File: config.mk
export PLATFORM = sky130hd
export DESIGN_NAME = eth_mac_1g
export DESIGN_NICKNAME = d
export VERILOG_FILES = /design/src/eth_mac_pkg.sv /design/src/mac_stat_if.sv /design/src/eth_mac_1g.sv /design/src/eth_mac_stats.sv /design/src/gmii_rx.sv /design/src/gmii_tx.sv
export VERILOG_INCLUDE_DIRS = /design/src
export SDC_FILE = /design/constraint.sdc
export NUM_CORES = 1
export LEC_CHECK = 0
export ABC_AREA = 1
export BUFFER_PORTS_ARGS = -buffer_cell sky130_fd_sc_hd__buf_2
export CAP_MARGIN = 20
export CORE_MARGIN = 2
export CORE_UTILIZATION = 65
export CTS_BUF_LIST = sky130_fd_sc_hd__clkbuf_16
export DETAILED_ROUTE_END_ITERATION = 10
export GPL_TIMING_DRIVEN = 0
export PLACE_DENSITY = 0.83
export SYNTH_ARGS = -nofsm -noshare
export SYNTH_HDL_FRONTEND = slang
export SYNTH_HIERARCHICAL = 1
export SYNTH_SLANG_ARGS = --single-unit
File: constraint.sdc
create_clock -name clk -period 10.4 [get_ports clk]
set_clock_uncertainty 0.05 [all_clocks]
set_input_delay 1.56 -clock clk [delete_from_list [all_inputs] [get_ports clk]]
set_output_delay 1.56 -clock clk [all_outputs]
set_load 0.01 [all_outputs]
File: src/eth_mac_macros.svh
// MAC constants for an 8-bit GMII datapath; the statistic addresses must stay within 0 to 7
`ifndef ETH_MAC_MACROS_SVH
`define ETH_MAC_MACROS_SVH

`define ETH_DATA_W        8
`define ETH_PREAMBLE      8'h55
`define ETH_SFD           8'hD5
`define ETH_PREAMBLE_LEN  7
`define ETH_MIN_FRAME_LEN 64            // Including FCS
`define ETH_FCS_LEN       4
`define ETH_CRC_INIT      32'hFFFF_FFFF
`define ETH_CRC_POLY      32'hEDB8_8320 // Bit-reversed form
`define ETH_MIN_IFG       12            // Byte times

`define STAT_CNT_W        32
`define STAT_ADDR_W       3

`define STAT_TX_GOOD      3'd0
`define STAT_TX_BAD       3'd1
`define STAT_TX_BCAST     3'd2
`define STAT_TX_MCAST     3'd3
`define STAT_RX_GOOD      3'd4
`define STAT_RX_BAD       3'd5
`define STAT_RX_BCAST     3'd6
`define STAT_RX_MCAST     3'd7

`endif

File: src/eth_mac_pkg.sv
// CRC-32 works LSB first on a non-inverted state; callers seed it and invert it themselves
`include "eth_mac_macros.svh"

package eth_mac_pkg;

    localparam logic [1:0] CLS_UCAST = 2'd0;
    localparam logic [1:0] CLS_MCAST = 2'd1;
    localparam logic [1:0] CLS_BCAST = 2'd2;

    // One byte of the Ethernet CRC, bit serial unrolled
    function automatic logic [31:0] crc32_byte(input logic [31:0] crc, input logic [7:0] data);
        logic [31:0] c;
        c = crc ^ {24'd0, data};
        for (int i = 0; i < 8; i++) begin
            c = c[0] ? ((c >> 1) ^ `ETH_CRC_POLY) : (c >> 1);
        end
        return c;
    endfunction

    // Group bit of the first destination byte marks multicast
    function automatic logic [1:0] dst_class(input logic [7:0] first_byte,
                                             input logic all_ff);
        if (all_ff) begin
            return CLS_BCAST;           // Broadcast wins over multicast
        end else if (first_byte[0]) begin
            return CLS_MCAST;
        end
        return CLS_UCAST;
    endfunction

endpackage

File: src/mac_stat_if.sv
// All signals are single-cycle pulses in the MAC clock domain
`timescale 1ns/1ps

interface mac_stat_if;
    logic start_packet;   // Frame start seen
    logic pkt_good;
    logic pkt_bad;
    logic pkt_bcast;      // Good frames only
    logic pkt_mcast;      // Good frames only, never with pkt_bcast

    modport src (output start_packet, pkt_good, pkt_bad, pkt_bcast, pkt_mcast);
    modport snk (input start_packet, pkt_good, pkt_bad, pkt_bcast, pkt_mcast);
endinterface

File: src/eth_mac_1g.sv
// Single clock, no MAC control or timestamps; receive stream has no back-pressure
`timescale 1ns/1ps
`include "eth_mac_macros.svh"

module eth_mac_1g (
    input  logic                    clk,
    input  logic                    rst_n,

    input  logic [`ETH_DATA_W-1:0]  s_axis_tx_tdata,
    input  logic                    s_axis_tx_tvalid,
    output logic                    s_axis_tx_tready,
    input  logic                    s_axis_tx_tlast,
    input  logic                    s_axis_tx_tuser,

    output logic [`ETH_DATA_W-1:0]  m_axis_rx_tdata,
    output logic                    m_axis_rx_tvalid,
    output logic                    m_axis_rx_tlast,
    output logic                    m_axis_rx_tuser,

    input  logic [`ETH_DATA_W-1:0]  gmii_rxd,
    input  logic                    gmii_rx_dv,
    input  logic                    gmii_rx_er,
    output logic [`ETH_DATA_W-1:0]  gmii_txd,
    output logic                    gmii_tx_en,
    output logic                    gmii_tx_er,

    input  logic [7:0]              cfg_tx_ifg,          // Raised to 12 if lower
    input  logic [15:0]             cfg_rx_max_pkt_len,

    input  logic [`STAT_ADDR_W-1:0] stat_addr,
    output logic [`STAT_CNT_W-1:0]  stat_data
);

    mac_stat_if tx_stat ();
    mac_stat_if rx_stat ();

    gmii_tx #(
        .PADDING_EN    (1'b1),
        .MIN_FRAME_LEN (`ETH_MIN_FRAME_LEN)
    ) tx_inst (
        .clk              (clk),
        .rst_n            (rst_n),
        .s_axis_tx_tdata  (s_axis_tx_tdata),
        .s_axis_tx_tvalid (s_axis_tx_tvalid),
        .s_axis_tx_tready (s_axis_tx_tready),
        .s_axis_tx_tlast  (s_axis_tx_tlast),
        .s_axis_tx_tuser  (s_axis_tx_tuser),
        .gmii_txd         (gmii_txd),
        .gmii_tx_en       (gmii_tx_en),
        .gmii_tx_er       (gmii_tx_er),
        .cfg_tx_ifg       (cfg_tx_ifg),
        .tx_stat          (tx_stat)
    );

    gmii_rx rx_inst (
        .clk                (clk),
        .rst_n              (rst_n),
        .gmii_rxd           (gmii_rxd),
        .gmii_rx_dv         (gmii_rx_dv),
        .gmii_rx_er         (gmii_rx_er),
        .m_axis_rx_tdata    (m_axis_rx_tdata),
        .m_axis_rx_tvalid   (m_axis_rx_tvalid),
        .m_axis_rx_tlast    (m_axis_rx_tlast),
        .m_axis_rx_tuser    (m_axis_rx_tuser),
        .cfg_rx_max_pkt_len (cfg_rx_max_pkt_len),
        .rx_stat            (rx_stat)
    );

    eth_mac_stats stats_inst (
        .clk       (clk),
        .rst_n     (rst_n),
        .tx_stat   (tx_stat),
        .rx_stat   (rx_stat),
        .stat_addr (stat_addr),
        .stat_data (stat_data)
    );

endmodule

File: src/eth_mac_stats.sv
// Counters wrap at 2^32 and are read one cycle after the address is applied
`timescale 1ns/1ps
`include "eth_mac_macros.svh"

module eth_mac_stats
    import eth_mac_pkg::*;
(
    input  logic                    clk,
    input  logic                    rst_n,
    mac_stat_if.snk                 tx_stat,
    mac_stat_if.snk                 rx_stat,
    input  logic [`STAT_ADDR_W-1:0] stat_addr,
    output logic [`STAT_CNT_W-1:0]  stat_data
);

    localparam int N_CNT = 2 ** `STAT_ADDR_W;

    logic [N_CNT-1:0]      inc;
    logic [`STAT_CNT_W-1:0] cnt [N_CNT];

    // Event to counter mapping
    assign inc[`STAT_TX_GOOD]  = tx_stat.pkt_good;
    assign inc[`STAT_TX_BAD]   = tx_stat.pkt_bad;
    assign inc[`STAT_TX_BCAST] = tx_stat.pkt_bcast;
    assign inc[`STAT_TX_MCAST] = tx_stat.pkt_mcast;
    assign inc[`STAT_RX_GOOD]  = rx_stat.pkt_good;
    assign inc[`STAT_RX_BAD]   = rx_stat.pkt_bad;
    assign inc[`STAT_RX_BCAST] = rx_stat.pkt_bcast;
    assign inc[`STAT_RX_MCAST] = rx_stat.pkt_mcast;

    always_ff @(posedge clk) begin
        if (!rst_n) begin
            for (int i = 0; i < N_CNT; i++) begin
                cnt[i] <= '0;
            end
            stat_data <= '0;
        end else begin
            for (int i = 0; i < N_CNT; i++) begin
                if (inc[i]) begin
                    cnt[i] <= cnt[i] + 1'b1;
                end
            end
            stat_data <= cnt[stat_addr];   // Value before this cycle's increment
        end
    end

endmodule

File: src/gmii_rx.sv
// Consumer must accept every beat; frame length counts bytes after the SFD, FCS included
`timescale 1ns/1ps
`include "eth_mac_macros.svh"

module gmii_rx
    import eth_mac_pkg::*;
(
    input  logic                   clk,
    input  logic                   rst_n,
    input  logic [`ETH_DATA_W-1:0] gmii_rxd,
    input  logic                   gmii_rx_dv,
    input  logic                   gmii_rx_er,
    output logic [`ETH_DATA_W-1:0] m_axis_rx_tdata,
    output logic                   m_axis_rx_tvalid,
    output logic                   m_axis_rx_tlast,
    output logic                   m_axis_rx_tuser,
    input  logic [15:0]            cfg_rx_max_pkt_len,
    mac_stat_if.src                rx_stat
);

    localparam logic [31:0] CRC_RESIDUE = 32'hDEBB_20E3; // State after a clean FCS
    localparam logic [1:0]  S_IDLE      = 2'd0;
    localparam logic [1:0]  S_PRE       = 2'd1;
    localparam logic [1:0]  S_DATA      = 2'd2;

    logic [1:0]                  state;
    logic [`ETH_DATA_W-1:0]      rxd_d;
    logic                        dv_d;
    logic                        er_d;
    logic [3:0][`ETH_DATA_W-1:0] dl;      // Holds back the FCS
    logic [2:0]                  fill;
    logic [15:0]                 len;
    logic [31:0]                 crc;
    logic [31:0]                 crc_next;
    logic                        bad;
    logic                        bad_now;
    logic                        has_data;
    logic                        frame_ok;
    logic [7:0]                  first_byte;
    logic                        all_ff;
    logic [1:0]                  cls;

    assign crc_next = crc32_byte(crc, rxd_d);
    assign bad_now  = bad || er_d || (len >= cfg_rx_max_pkt_len);   // Oversize on this byte
    assign has_data = (fill == 3'd4);
    assign frame_ok = has_data && !bad_now && (crc_next == CRC_RESIDUE);
    assign cls      = dst_class(first_byte, all_ff);

    always_ff @(posedge clk) begin
        if (!rst_n) begin
            state                <= S_IDLE;
            dv_d                 <= 1'b0;
            er_d                 <= 1'b0;
            m_axis_rx_tvalid     <= 1'b0;
            m_axis_rx_tlast      <= 1'b0;
            m_axis_rx_tuser      <= 1'b0;
            rx_stat.start_packet <= 1'b0;
            rx_stat.pkt_good     <= 1'b0;
            rx_stat.pkt_bad      <= 1'b0;
            rx_stat.pkt_bcast    <= 1'b0;
            rx_stat.pkt_mcast    <= 1'b0;
        end else begin
            rxd_d                <= gmii_rxd;
            dv_d                 <= gmii_rx_dv;
            er_d                 <= gmii_rx_er;
            m_axis_rx_tvalid     <= 1'b0;
            m_axis_rx_tlast      <= 1'b0;
            m_axis_rx_tuser      <= 1'b0;
            rx_stat.start_packet <= 1'b0;
            rx_stat.pkt_good     <= 1'b0;
            rx_stat.pkt_bad      <= 1'b0;
            rx_stat.pkt_bcast    <= 1'b0;
            rx_stat.pkt_mcast    <= 1'b0;
            case (state)
                S_IDLE, S_PRE: begin
                    if (dv_d && rxd_d == `ETH_SFD) begin
                        state                <= S_DATA;
                        crc                  <= `ETH_CRC_INIT;
                        fill                 <= '0;
                        len                  <= '0;
                        bad                  <= 1'b0;
                        all_ff               <= 1'b1;
                        rx_stat.start_packet <= 1'b1;
                    end else if (dv_d) begin
                        state <= S_PRE;
                    end else if (state == S_PRE) begin
                        state           <= S_IDLE;   // Carrier ended without an SFD
                        rx_stat.pkt_bad <= 1'b1;
                    end
                end
                default: begin
                    if (!dv_d) begin
                        state           <= S_IDLE;   // Nothing after the SFD
                        rx_stat.pkt_bad <= 1'b1;
                    end else begin
                        dl  <= {dl[2:0], rxd_d};
                        crc <= crc_next;
                        bad <= bad_now;
                        len <= (len == 16'hFFFF) ? len : len + 16'd1;
                        if (len == 16'd0) begin
                            first_byte <= rxd_d;
                        end
                        if (len < 16'd6 && rxd_d != 8'hFF) begin
                            all_ff <= 1'b0;
                        end
                        if (has_data) begin
                            m_axis_rx_tvalid <= 1'b1;
                            m_axis_rx_tdata  <= dl[3];
                        end else begin
                            fill <= fill + 3'd1;
                        end
                        if (!gmii_rx_dv) begin
                            // rxd_d is the last FCS byte
                            state             <= S_IDLE;
                            m_axis_rx_tlast   <= has_data;
                            m_axis_rx_tuser   <= has_data && !frame_ok;
                            rx_stat.pkt_good  <= frame_ok;
                            rx_stat.pkt_bad   <= !frame_ok;
                            rx_stat.pkt_bcast <= frame_ok && cls == CLS_BCAST;
                            rx_stat.pkt_mcast <= frame_ok && cls == CLS_MCAST;
                        end
                    end
                end
            endcase
        end
    end

endmodule

File: src/gmii_tx.sv
// Source must hold tvalid high from the first beat through tlast; there is no underflow recovery
`timescale 1ns/1ps
`include "eth_mac_macros.svh"

module gmii_tx
    import eth_mac_pkg::*;
#(
    parameter bit PADDING_EN    = 1'b1,
    parameter int MIN_FRAME_LEN = `ETH_MIN_FRAME_LEN
) (
    input  logic                   clk,
    input  logic                   rst_n,
    input  logic [`ETH_DATA_W-1:0] s_axis_tx_tdata,
    input  logic                   s_axis_tx_tvalid,
    output logic                   s_axis_tx_tready,
    input  logic                   s_axis_tx_tlast,
    input  logic                   s_axis_tx_tuser,
    output logic [`ETH_DATA_W-1:0] gmii_txd,
    output logic                   gmii_tx_en,
    output logic                   gmii_tx_er,
    input  logic [7:0]             cfg_tx_ifg,
    mac_stat_if.src                tx_stat
);

    localparam logic [2:0] S_IDLE     = 3'd0;
    localparam logic [2:0] S_PREAMBLE = 3'd1;
    localparam logic [2:0] S_PAYLOAD  = 3'd2;
    localparam logic [2:0] S_PAD      = 3'd3;
    localparam logic [2:0] S_FCS      = 3'd4;
    localparam logic [2:0] S_GAP      = 3'd5;
    localparam int         PAD_LEN    = MIN_FRAME_LEN - `ETH_FCS_LEN;

    logic [2:0]  state;
    logic [15:0] cnt;          // Shared byte counter
    logic [31:0] crc;
    logic [31:0] fcs;
    logic        err;          // User error latched at tlast
    logic [7:0]  first_byte;
    logic        all_ff;
    logic [1:0]  cls;
    logic [7:0]  ifg_eff;
    logic        beat;

    assign s_axis_tx_tready = (state == S_PAYLOAD);
    assign beat             = s_axis_tx_tvalid && s_axis_tx_tready;
    assign fcs              = err ? crc : ~crc;   // Inverted FCS poisons the frame
    assign cls              = dst_class(first_byte, all_ff);
    assign ifg_eff          = (cfg_tx_ifg < 8'(`ETH_MIN_IFG)) ? 8'(`ETH_MIN_IFG) : cfg_tx_ifg;

    always_ff @(posedge clk) begin
        if (!rst_n) begin
            state                <= S_IDLE;
            cnt                  <= '0;
            gmii_tx_en           <= 1'b0;
            gmii_tx_er           <= 1'b0;
            tx_stat.start_packet <= 1'b0;
            tx_stat.pkt_good     <= 1'b0;
            tx_stat.pkt_bad      <= 1'b0;
            tx_stat.pkt_bcast    <= 1'b0;
            tx_stat.pkt_mcast    <= 1'b0;
        end else begin
            tx_stat.start_packet <= 1'b0;
            tx_stat.pkt_good     <= 1'b0;
            tx_stat.pkt_bad      <= 1'b0;
            tx_stat.pkt_bcast    <= 1'b0;
            tx_stat.pkt_mcast    <= 1'b0;
            case (state)
                S_IDLE: begin
                    if (s_axis_tx_tvalid) begin
                        gmii_txd             <= `ETH_PREAMBLE;
                        gmii_tx_en           <= 1'b1;
                        cnt                  <= 16'd1;
                        crc                  <= `ETH_CRC_INIT;
                        all_ff               <= 1'b1;
                        tx_stat.start_packet <= 1'b1;
                        state                <= S_PREAMBLE;
                    end
                end
                S_PREAMBLE: begin
                    cnt      <= cnt + 16'd1;
                    gmii_txd <= `ETH_PREAMBLE;
                    if (cnt == 16'(`ETH_PREAMBLE_LEN)) begin
                        gmii_txd <= `ETH_SFD;
                        cnt      <= '0;
                        state    <= S_PAYLOAD;
                    end
                end
                S_PAYLOAD: begin
                    if (beat) begin
                        gmii_txd <= s_axis_tx_tdata;
                        crc      <= crc32_byte(crc, s_axis_tx_tdata);
                        cnt      <= cnt + 16'd1;
                        if (cnt == 16'd0) begin
                            first_byte <= s_axis_tx_tdata;
                        end
                        if (cnt < 16'd6 && s_axis_tx_tdata != 8'hFF) begin
                            all_ff <= 1'b0;
                        end
                        if (s_axis_tx_tlast) begin
                            err <= s_axis_tx_tuser;
                            if (PADDING_EN && (cnt + 16'd1) < PAD_LEN) begin
                                state <= S_PAD;
                            end else begin
                                cnt   <= '0;
                                state <= S_FCS;
                            end
                        end
                    end
                end
                S_PAD: begin
                    gmii_txd <= '0;
                    crc      <= crc32_byte(crc, 8'h00);
                    cnt      <= cnt + 16'd1;
                    if (cnt < 16'd6) begin
                        all_ff <= 1'b0;                 // Zero pad inside the address
                    end
                    if ((cnt + 16'd1) == PAD_LEN) begin
                        cnt   <= '0;
                        state <= S_FCS;
                    end
                end
                S_FCS: begin
                    gmii_txd   <= fcs[8*cnt[1:0] +: 8]; // LSB first
                    gmii_tx_er <= err;
                    cnt        <= cnt + 16'd1;
                    if (cnt == 16'd3) begin
                        tx_stat.pkt_good  <= !err;
                        tx_stat.pkt_bad   <= err;
                        tx_stat.pkt_bcast <= !err && cls == CLS_BCAST;
                        tx_stat.pkt_mcast <= !err && cls == CLS_MCAST;
                        cnt               <= '0;
                        state             <= S_GAP;
                    end
                end
                default: begin
                    // Idle state adds the last gap cycle
                    gmii_tx_en <= 1'b0;
                    gmii_tx_er <= 1'b0;
                    cnt        <= cnt + 16'd1;
                    if ((cnt + 16'd1) >= {8'd0, ifg_eff}) begin
                        state <= S_IDLE;
                    end
                end
            endcase
        end
    end

endmodule

==> metrics.md, run 1 <==
| Metric | Value |
|---|---|
| Outcome | finished, final reports clean |
| Number of buffers added on ports | 101 |
| Number of warnings printed during yosys synthesis | 6 |
| Final slew viol count | 0 |
| Unrepaired setup endpoints after global routing | no |
| Element type at the critical path end | output pin |
| Commonest cells after routing, fill and taps aside | sky130_fd_sc_hd__nand2_1 (961), sky130_fd_sc_hd__nor2_1 (711), sky130_fd_sc_hd__edfxtp_1 (401), sky130_fd_sc_hd__inv_1 (338), sky130_fd_sc_hd__a21oi_1 (296) |
| Type of the worst setup path | reg -> out |
| Levels on crit path | 6 |
| Global-route wire length before repair | 134000 um |
| CORE AREA | around 0.046 mm^2 |
| Largest fanout on the critical path | 10 |
| Design Power | 5.40 mW |
| DRC marker count from the first detailed-route iteration | 3274 |
| Placed cell area | roughly 0.032 mm^2 |
| Initial antenna violation count | 1 |
| Final Instance Area | about 0.033 mm^2 |
| Wire per inst | 18.2 um |
| Total global routing track utilization | between 30 and 40% |
| Fraction of final layout cells sized beyond drive strength 1 | between 10% and 20% |
| Setup slack after layout | 5840 ps |
| Antenna viol nets, final | 0 |
| Maximum number of pins on one net before global-route repair | 35 |
| Layout Nets | 4202 |
| Worst-case clock buffer depth | 3 |
| Number of instances in the synthesized netlist | approximately 4000 |
| Global route total overflow | 0 |
| Via total after detailed routing | 27800 |
| Number of cells after detailed placement | 4667 |
| Capture point of the worst path | s_axis_tx_tready |
| Hold buffers post-CTS | 0 |
| Register-to-register path setup slack | 7120 ps |
| Leakage power figure | ~13 nW |
| R2r startpoint | tx_inst/state[0]$_SDFFE_PN0P_ |
| Die height | 220 um |
| Cell area after synthesis | approximately 0.030 mm^2 |
| Arrival time at the worst endpoint | 2950 ps |
| Final worst-path cycle share | 43.8% |
| Count of cells resized by post-cts repair | 0 |
| Layout overhead on the synthesized area | 10.2% |
| Number of standard cells in the final layout excluding fillers | 4761 |
| Clock-pin slew reported for the worst setup and hold paths after clock tree synthesis | roughly 60 ps |
| Final number of hold-violating endpoints | 0 |
| Required time reported for the critical path endpoint | 8790 ps |
| Largest delay share family, worst path | buffers and inverters |
| Minimum setup slack after placement | 6040 ps |
| Transition time at the pin with the least slew margin | 891 ps |
| Via count normalized by instance count | 5.85 |
| X dimension of the die | 220 um |
| Maximum capacitance violations | 0 |
| Routability Congestion | just over 1 |
| Count of endpoints failing setup in the final report | 0 |
| Synthesized net count | 4045 |
| I/O pin count | ~100 |
| Clk Latency, worst-skew pair | between 600 and 700 ps |
| Post-CTS repair timing setup buffer count | 0 |
| Capturing point of the worst reg2reg path | tx_inst/crc[8]$_DFFE_PP_ |
| Most common cell after layout, fill and taps aside | sky130_fd_sc_hd__nand2_1 |
| Final Routed Wirelength | 86600 um |
| Worst hold path stage count | 0 |
| Max Freq | 220 MHz |
| Peak VDD IR | about 0.00017 V |
| Initial core utilization | roughly two thirds |
| Number of levels in the clock H-tree | 2 |
| Row cnt | 79 |
| Type of the tightest min-delay check | reg -> reg |
| Cts bufs inserted | 50 |
| ANT cells | 0 |
| Number of buffer and inverter stages on the critical path | 4 |
| Maximum cell stage delay along the critical path | 550 ps |
| Setup TNS after final layout | 0 ps |
| HPWL reported at the end of detailed placement | 64700 um |
| Worst slew slack as a fraction of its limit | about 40% |
| Detailed-routing iteration count for the pre-antenna-repair pass | 6 |
| DRC Markers | 0 |
| Slowest cell on the critical path | sky130_fd_sc_hd__clkbuf_1 |
| Launch point of the worst path | tx_inst/state[1]$_SDFFE_PN0P_ |
| Worst r2r path cells | 9 |
| Cell at the root of the clock tree | sky130_fd_sc_hd__clkbuf_16 |
| Via count of the first global-routing pass | 25400 |
| TritonCTS clock tree | built |
| Avg Synthesized Cell Area | 7.66 um^2 |
| Die area | between 0.04 and 0.05 mm^2 |
| P per Cell Area | 162 mW/mm^2 |
| CP Cell Sequence | inv_2, nor2_2, inv_2, nor2_2, clkbuf_1, buf_2 |
| Fin crit period | 4560 ps |
| CTS Sinks | between 400 and 500 |
| Element type at the critical path start | register |
through the flow:
step           hold slack [ps]  util (%)
2_1_floorplan              350         -
4_1_cts                    363      72.2
3_5_place_dp               355      68.5
6_report                   364      72.2
3_3_place_gp               350      68.2
5_1_grt                    367      72.2
worst register-to-register path, cell delays in order, from the launching register on:
cell and delay (ps):
sky130_fd_sc_hd__dfxtp_1 300, sky130_fd_sc_hd__clkbuf_1 330, sky130_fd_sc_hd__nand2_1 130, sky130_fd_sc_hd__nor2_1 680
sky130_fd_sc_hd__clkinv_1 650, sky130_fd_sc_hd__nor2_1 500, sky130_fd_sc_hd__inv_1 160, sky130_fd_sc_hd__nand2_1 90
sky130_fd_sc_hd__o21ai_0 80, sky130_fd_sc_hd__o2111ai_1 120
routing by layer:
layer / GRT usage [%] / wire length, um / vias to the layer above
met3: 6.31 / 8530 / 230
met5: 0 / 14 / -
li1: - / - / 13400
met4: 14.9 / 3960 / 2
met1: 47.9 / 35000 / 12800
met2: 57.6 / 39100 / 1449
area by class of cell:
type,instances,area (um^2)
Sequential cell,469,13400
Fill cell,3693,12900
Tap cell,607,759
Buffer,109,607
Multi-Input combinational cell,3016,15000
Clock buffer,50,1250
Clock inverter,44,448
Timing Repair Buffer,105,592
Inverter,361,1360
worst min path at each step:
stage | startpoint | endpoint
final | rx_inst/dl[28]$_DFFE_PP_ | rx_inst/m_axis_rx_tdata[4]$_DFFE_PP_
after global routing | rx_inst/dl[26]$_DFFE_PP_ | rx_inst/m_axis_rx_tdata[2]$_DFFE_PP_
after CTS | rx_inst/dl[28]$_DFFE_PP_ | rx_inst/m_axis_rx_tdata[4]$_DFFE_PP_
after detailed placement | rx_inst/dl[10]$_DFFE_PP_ | rx_inst/dl[18]$_DFFE_PP_
after global placement | rx_inst/dl[27]$_DFFE_PP_ | rx_inst/m_axis_rx_tdata[3]$_DFFE_PP_
after floorplan | rx_inst/dl[2]$_DFFE_PP_ | rx_inst/dl[10]$_DFFE_PP_
sequential cells by signal, summed over array words and instances (netlist names), 8 cells and up:
| register | flops |
|---|---|
| stats_inst/cnt | 256 |
| rx_inst/crc | 32 |
| rx_inst/dl | 32 |
| stats_inst/stat_data | 32 |
| tx_inst/crc | 32 |
| rx_inst/len | 16 |
| tx_inst/cnt | 16 |
| rx_inst/m_axis_rx_tdata | 8 |
| rx_inst/rxd_d | 8 |
| tx_inst/gmii_txd | 8 |
power by group:
part	leakage [nW]	total (mW)	internal, mW	switching, mW
registers	4.42	2.28	2.18	0.102
clock network	0.849	1.86	1.06	0.795
logic	7.75	1.27	0.413	0.856
(Power assumes the default switching activity.)
==> inputs of run 2 (changes only) <==
--- a/config.mk
+++ b/config.mk
@@ -10,11 +10,11 @@
 export BUFFER_PORTS_ARGS = -buffer_cell sky130_fd_sc_hd__buf_2
 export CAP_MARGIN = 20
 export CORE_MARGIN = 2
-export CORE_UTILIZATION = 65
+export CORE_UTILIZATION = 57
 export CTS_BUF_LIST = sky130_fd_sc_hd__clkbuf_16
 export DETAILED_ROUTE_END_ITERATION = 10
 export GPL_TIMING_DRIVEN = 0
-export PLACE_DENSITY = 0.83
+export PLACE_DENSITY = 0.77
 export SYNTH_ARGS = -nofsm -noshare
 export SYNTH_HDL_FRONTEND = slang
 export SYNTH_HIERARCHICAL = 1
==> constraint.sdc (replaced) <==
create_clock -name clk -period 3.65 [get_ports clk]
set_clock_uncertainty 0.05 [all_clocks]
set_input_delay 0.5475 -clock clk [delete_from_list [all_inputs] [get_ports clk]]
set_output_delay 0.5475 -clock clk [all_outputs]
set_load 0.01 [all_outputs]
==> metrics.md, run 2 (synthesis results as in run 1) <==
| Metric | Value |
|---|---|
| Outcome | finished, final reports clean |
| Via count normalized by instance count | 5.73 |
| X dimension of the die | between 200 and 250 um |
| Fin crit period | roughly 3600 ps |
| Die area | 0.0550 mm^2 |
| Share of power burned in the clock network | between 30% and 40% |
| Die height | 235 um |
| Initial core utilization | 57.6% |
| Maximum cell stage delay along the critical path | 570 ps |
| Setup TNS after final layout | 0 ps |
| Unrepaired setup endpoints after global routing | no |
| DRC Markers | 0 |
| ANT cells | 0 |
| Setup slack after layout | 89.3 ps |
| TritonCTS clock tree | built |
| Initial antenna violation count | 1 |
| Post-CTS repair timing setup buffer count | 0 |
| Final worst-path cycle share | a little over nine tenths |
| Min Hold Slack | 38.5 ps |
| Worst-case clock buffer depth | 3 |
| Number of standard cells in the final layout excluding fillers | 4847 |
| Maximum number of pins on one net before global-route repair | 33 |
| I/O pin count | around 100 |
| Transition time at the pin with the least slew margin | 1000 ps |
| Via total after detailed routing | around 28000 |
| Hold buffers post-CTS | 0 |
| Number of buffers added on ports | 101 |
| Element type at the critical path start | register |
| Register with the highest flop count | stats_inst/cnt |
| Reg area | 0.0134 mm^2 |
| Type of the tightest min-delay check | in -> reg |
| Peak VDD IR | approximately 0.00046 V |
| Largest fanout on the critical path | 10 |
| Type of the worst setup path | reg -> out |
| Routability Congestion | between 1 and 1.5 |
| Total global routing track utilization | 32.2% |
| Combinational power share | 22.7% |
| Element type at the critical path end | output pin |
| Row cnt | 84 |
| Minimum setup slack after placement | 246 ps |
| CORE AREA | 0.0526 mm^2 |
| Final slew viol count | 0 |
| Max reg flops | 256 |
| Max Freq | around 280 MHz |
| Global-route wire length before repair | 138000 um |
| Cell at the root of the clock tree | sky130_fd_sc_hd__clkbuf_16 |
| CP Cell Sequence | inv_2, nor2_2, inv_2, nor2_2, clkbuf_1, buf_2 |
| Worst slew slack as a fraction of its limit | 33.1% |
| Commonest cells after routing, fill and taps aside | sky130_fd_sc_hd__nand2_1 (961), sky130_fd_sc_hd__nor2_1 (711), sky130_fd_sc_hd__edfxtp_1 (401), sky130_fd_sc_hd__inv_1 (336), sky130_fd_sc_hd__a21oi_1 (296) |
| Clock-pin slew reported for the worst setup and hold paths after clock tree synthesis | 60 ps |
| Count of endpoints failing setup in the final report | 0 |
| Number of cells after detailed placement | 4747 |
| Leakage power figure | 13.1 nW |
| CTS Sinks | about 470 |
| Antenna viol nets, final | 0 |
| Number of fillers in the final layout | ~4700 |
| Final number of hold-violating endpoints | 0 |
| Most common cell after layout, fill and taps aside | sky130_fd_sc_hd__nand2_1 |
| Clk Latency, worst-skew pair | 630 ps |
| Via count of the first global-routing pass | 25500 |
| Detailed-routing iteration count for the pre-antenna-repair pass | 6 |
| P per Cell Area | 467 mW/mm^2 |
| Reg power frac | 41.4% |
| Arrival time at the worst endpoint | 2960 ps |
| Global route total overflow | 0 |
| DRC marker count from the first detailed-route iteration | 3028 |
| Required time reported for the critical path endpoint | 3050 ps |
| Wire per inst | 18.3 um |
| HPWL reported at the end of detailed placement | around 67000 um |
| Slowest cell on the critical path | sky130_fd_sc_hd__clkbuf_1 |
| Count of cells resized by post-cts repair | 0 |
| Internal power component | 10.6 mW |
| Maximum capacitance violations | 0 |
| Layout overhead on the synthesized area | 11.1% |
| Cts bufs inserted | 53 |
| Number of levels in the clock H-tree | 2 |
| Fraction of final layout cells sized beyond drive strength 1 | 11.5% |
| Multi-input combinational cell area | roughly 0.015 mm^2 |
| Switching Power | roughly 5.1 mW |
| Switching Fraction | 32.5% |
| Final Routed Wirelength | 88700 um |
| Layout Nets | about 4200 |
run 2: cell count changes in the layout (fill, tap and decap cells not counted), moves of 3 or more:
cell / previous run / this run
sky130_fd_sc_hd__clkinv_2: 13 / 3
sky130_fd_sc_hd__inv_4: 0 / 5
sky130_fd_sc_hd__clkbuf_16: 50 / 59
sky130_fd_sc_hd__inv_6: 1 / 4
sky130_fd_sc_hd__bufinv_16: 7 / 4
run 2: power by group through the flow:
| stage | clock [mW] | sequential [mW] | combinational (mW) |
|---|---|---|---|
| finish | 5.64 | 6.50 | 3.57 |
| global route | 5.93 | 6.53 | 3.91 |
| CTS | 5.72 | 6.49 | 3.50 |
| detailed placement | 0 | 6.60 | 3.48 |
| global placement | 0 | 6.61 | 3.37 |
| floorplan | 0 | 6.51 | 2.51 |
run 2: stage by stage:
step	util [%]	power [mW]	area [um^2]
after global routing	64.0	16.4	33600
after global placement	60.2	9.98	31700
after detailed placement	60.5	10.1	31800
final	64.0	15.7	33600
after floorplan	-	9.02	30300
after CTS	64.0	15.7	33600
run 2: final timing paths:
path / startpoint / end / slack, ps / cells past startpoint
worst max-delay path: tx_inst/state[1]$_SDFFE_PN0P_ / s_axis_tx_tready / 90 / 6
worst min-delay path: gmii_rxd[6] / rx_inst/rxd_d[6]$_DFFE_PP_ / 40 / 1
worst max register to register: rx_inst/rxd_d[4]$_DFFE_PP_ / rx_inst/len[2]$_SDFFCE_PN0P_ / 410 / 6
worst min register to register: rx_inst/dl[28]$_DFFE_PP_ / rx_inst/m_axis_rx_tdata[4]$_DFFE_PP_ / 360 / 0
run 2: metal layers:
metal  track usage [%]  vias up  share of wire [%]
met1              44.6    12800                 43
met2              51.4     1310                 45
met3              4.26      194                8.7
met5                 0        -                  0
li1                  -    13400                  -
met4              12.9        0                3.9
run 2: worst max-delay path: cells and delay by family, from the launching register on:
family	cells	cell delay [ps]
simple gates	2	880
flops	1	370
buf+inv	4	1090
run 2: final cells by class:
cell class	instances	share of cell area, %
clock buffers	59	4.39
clock inverters	41	1.15
flip-flops and latches	469	39.8
inverters	361	4.03
multi-input cells	3016	44.5
well taps	688	2.56
repair buffers	104	1.75
plain buffers	109	1.80
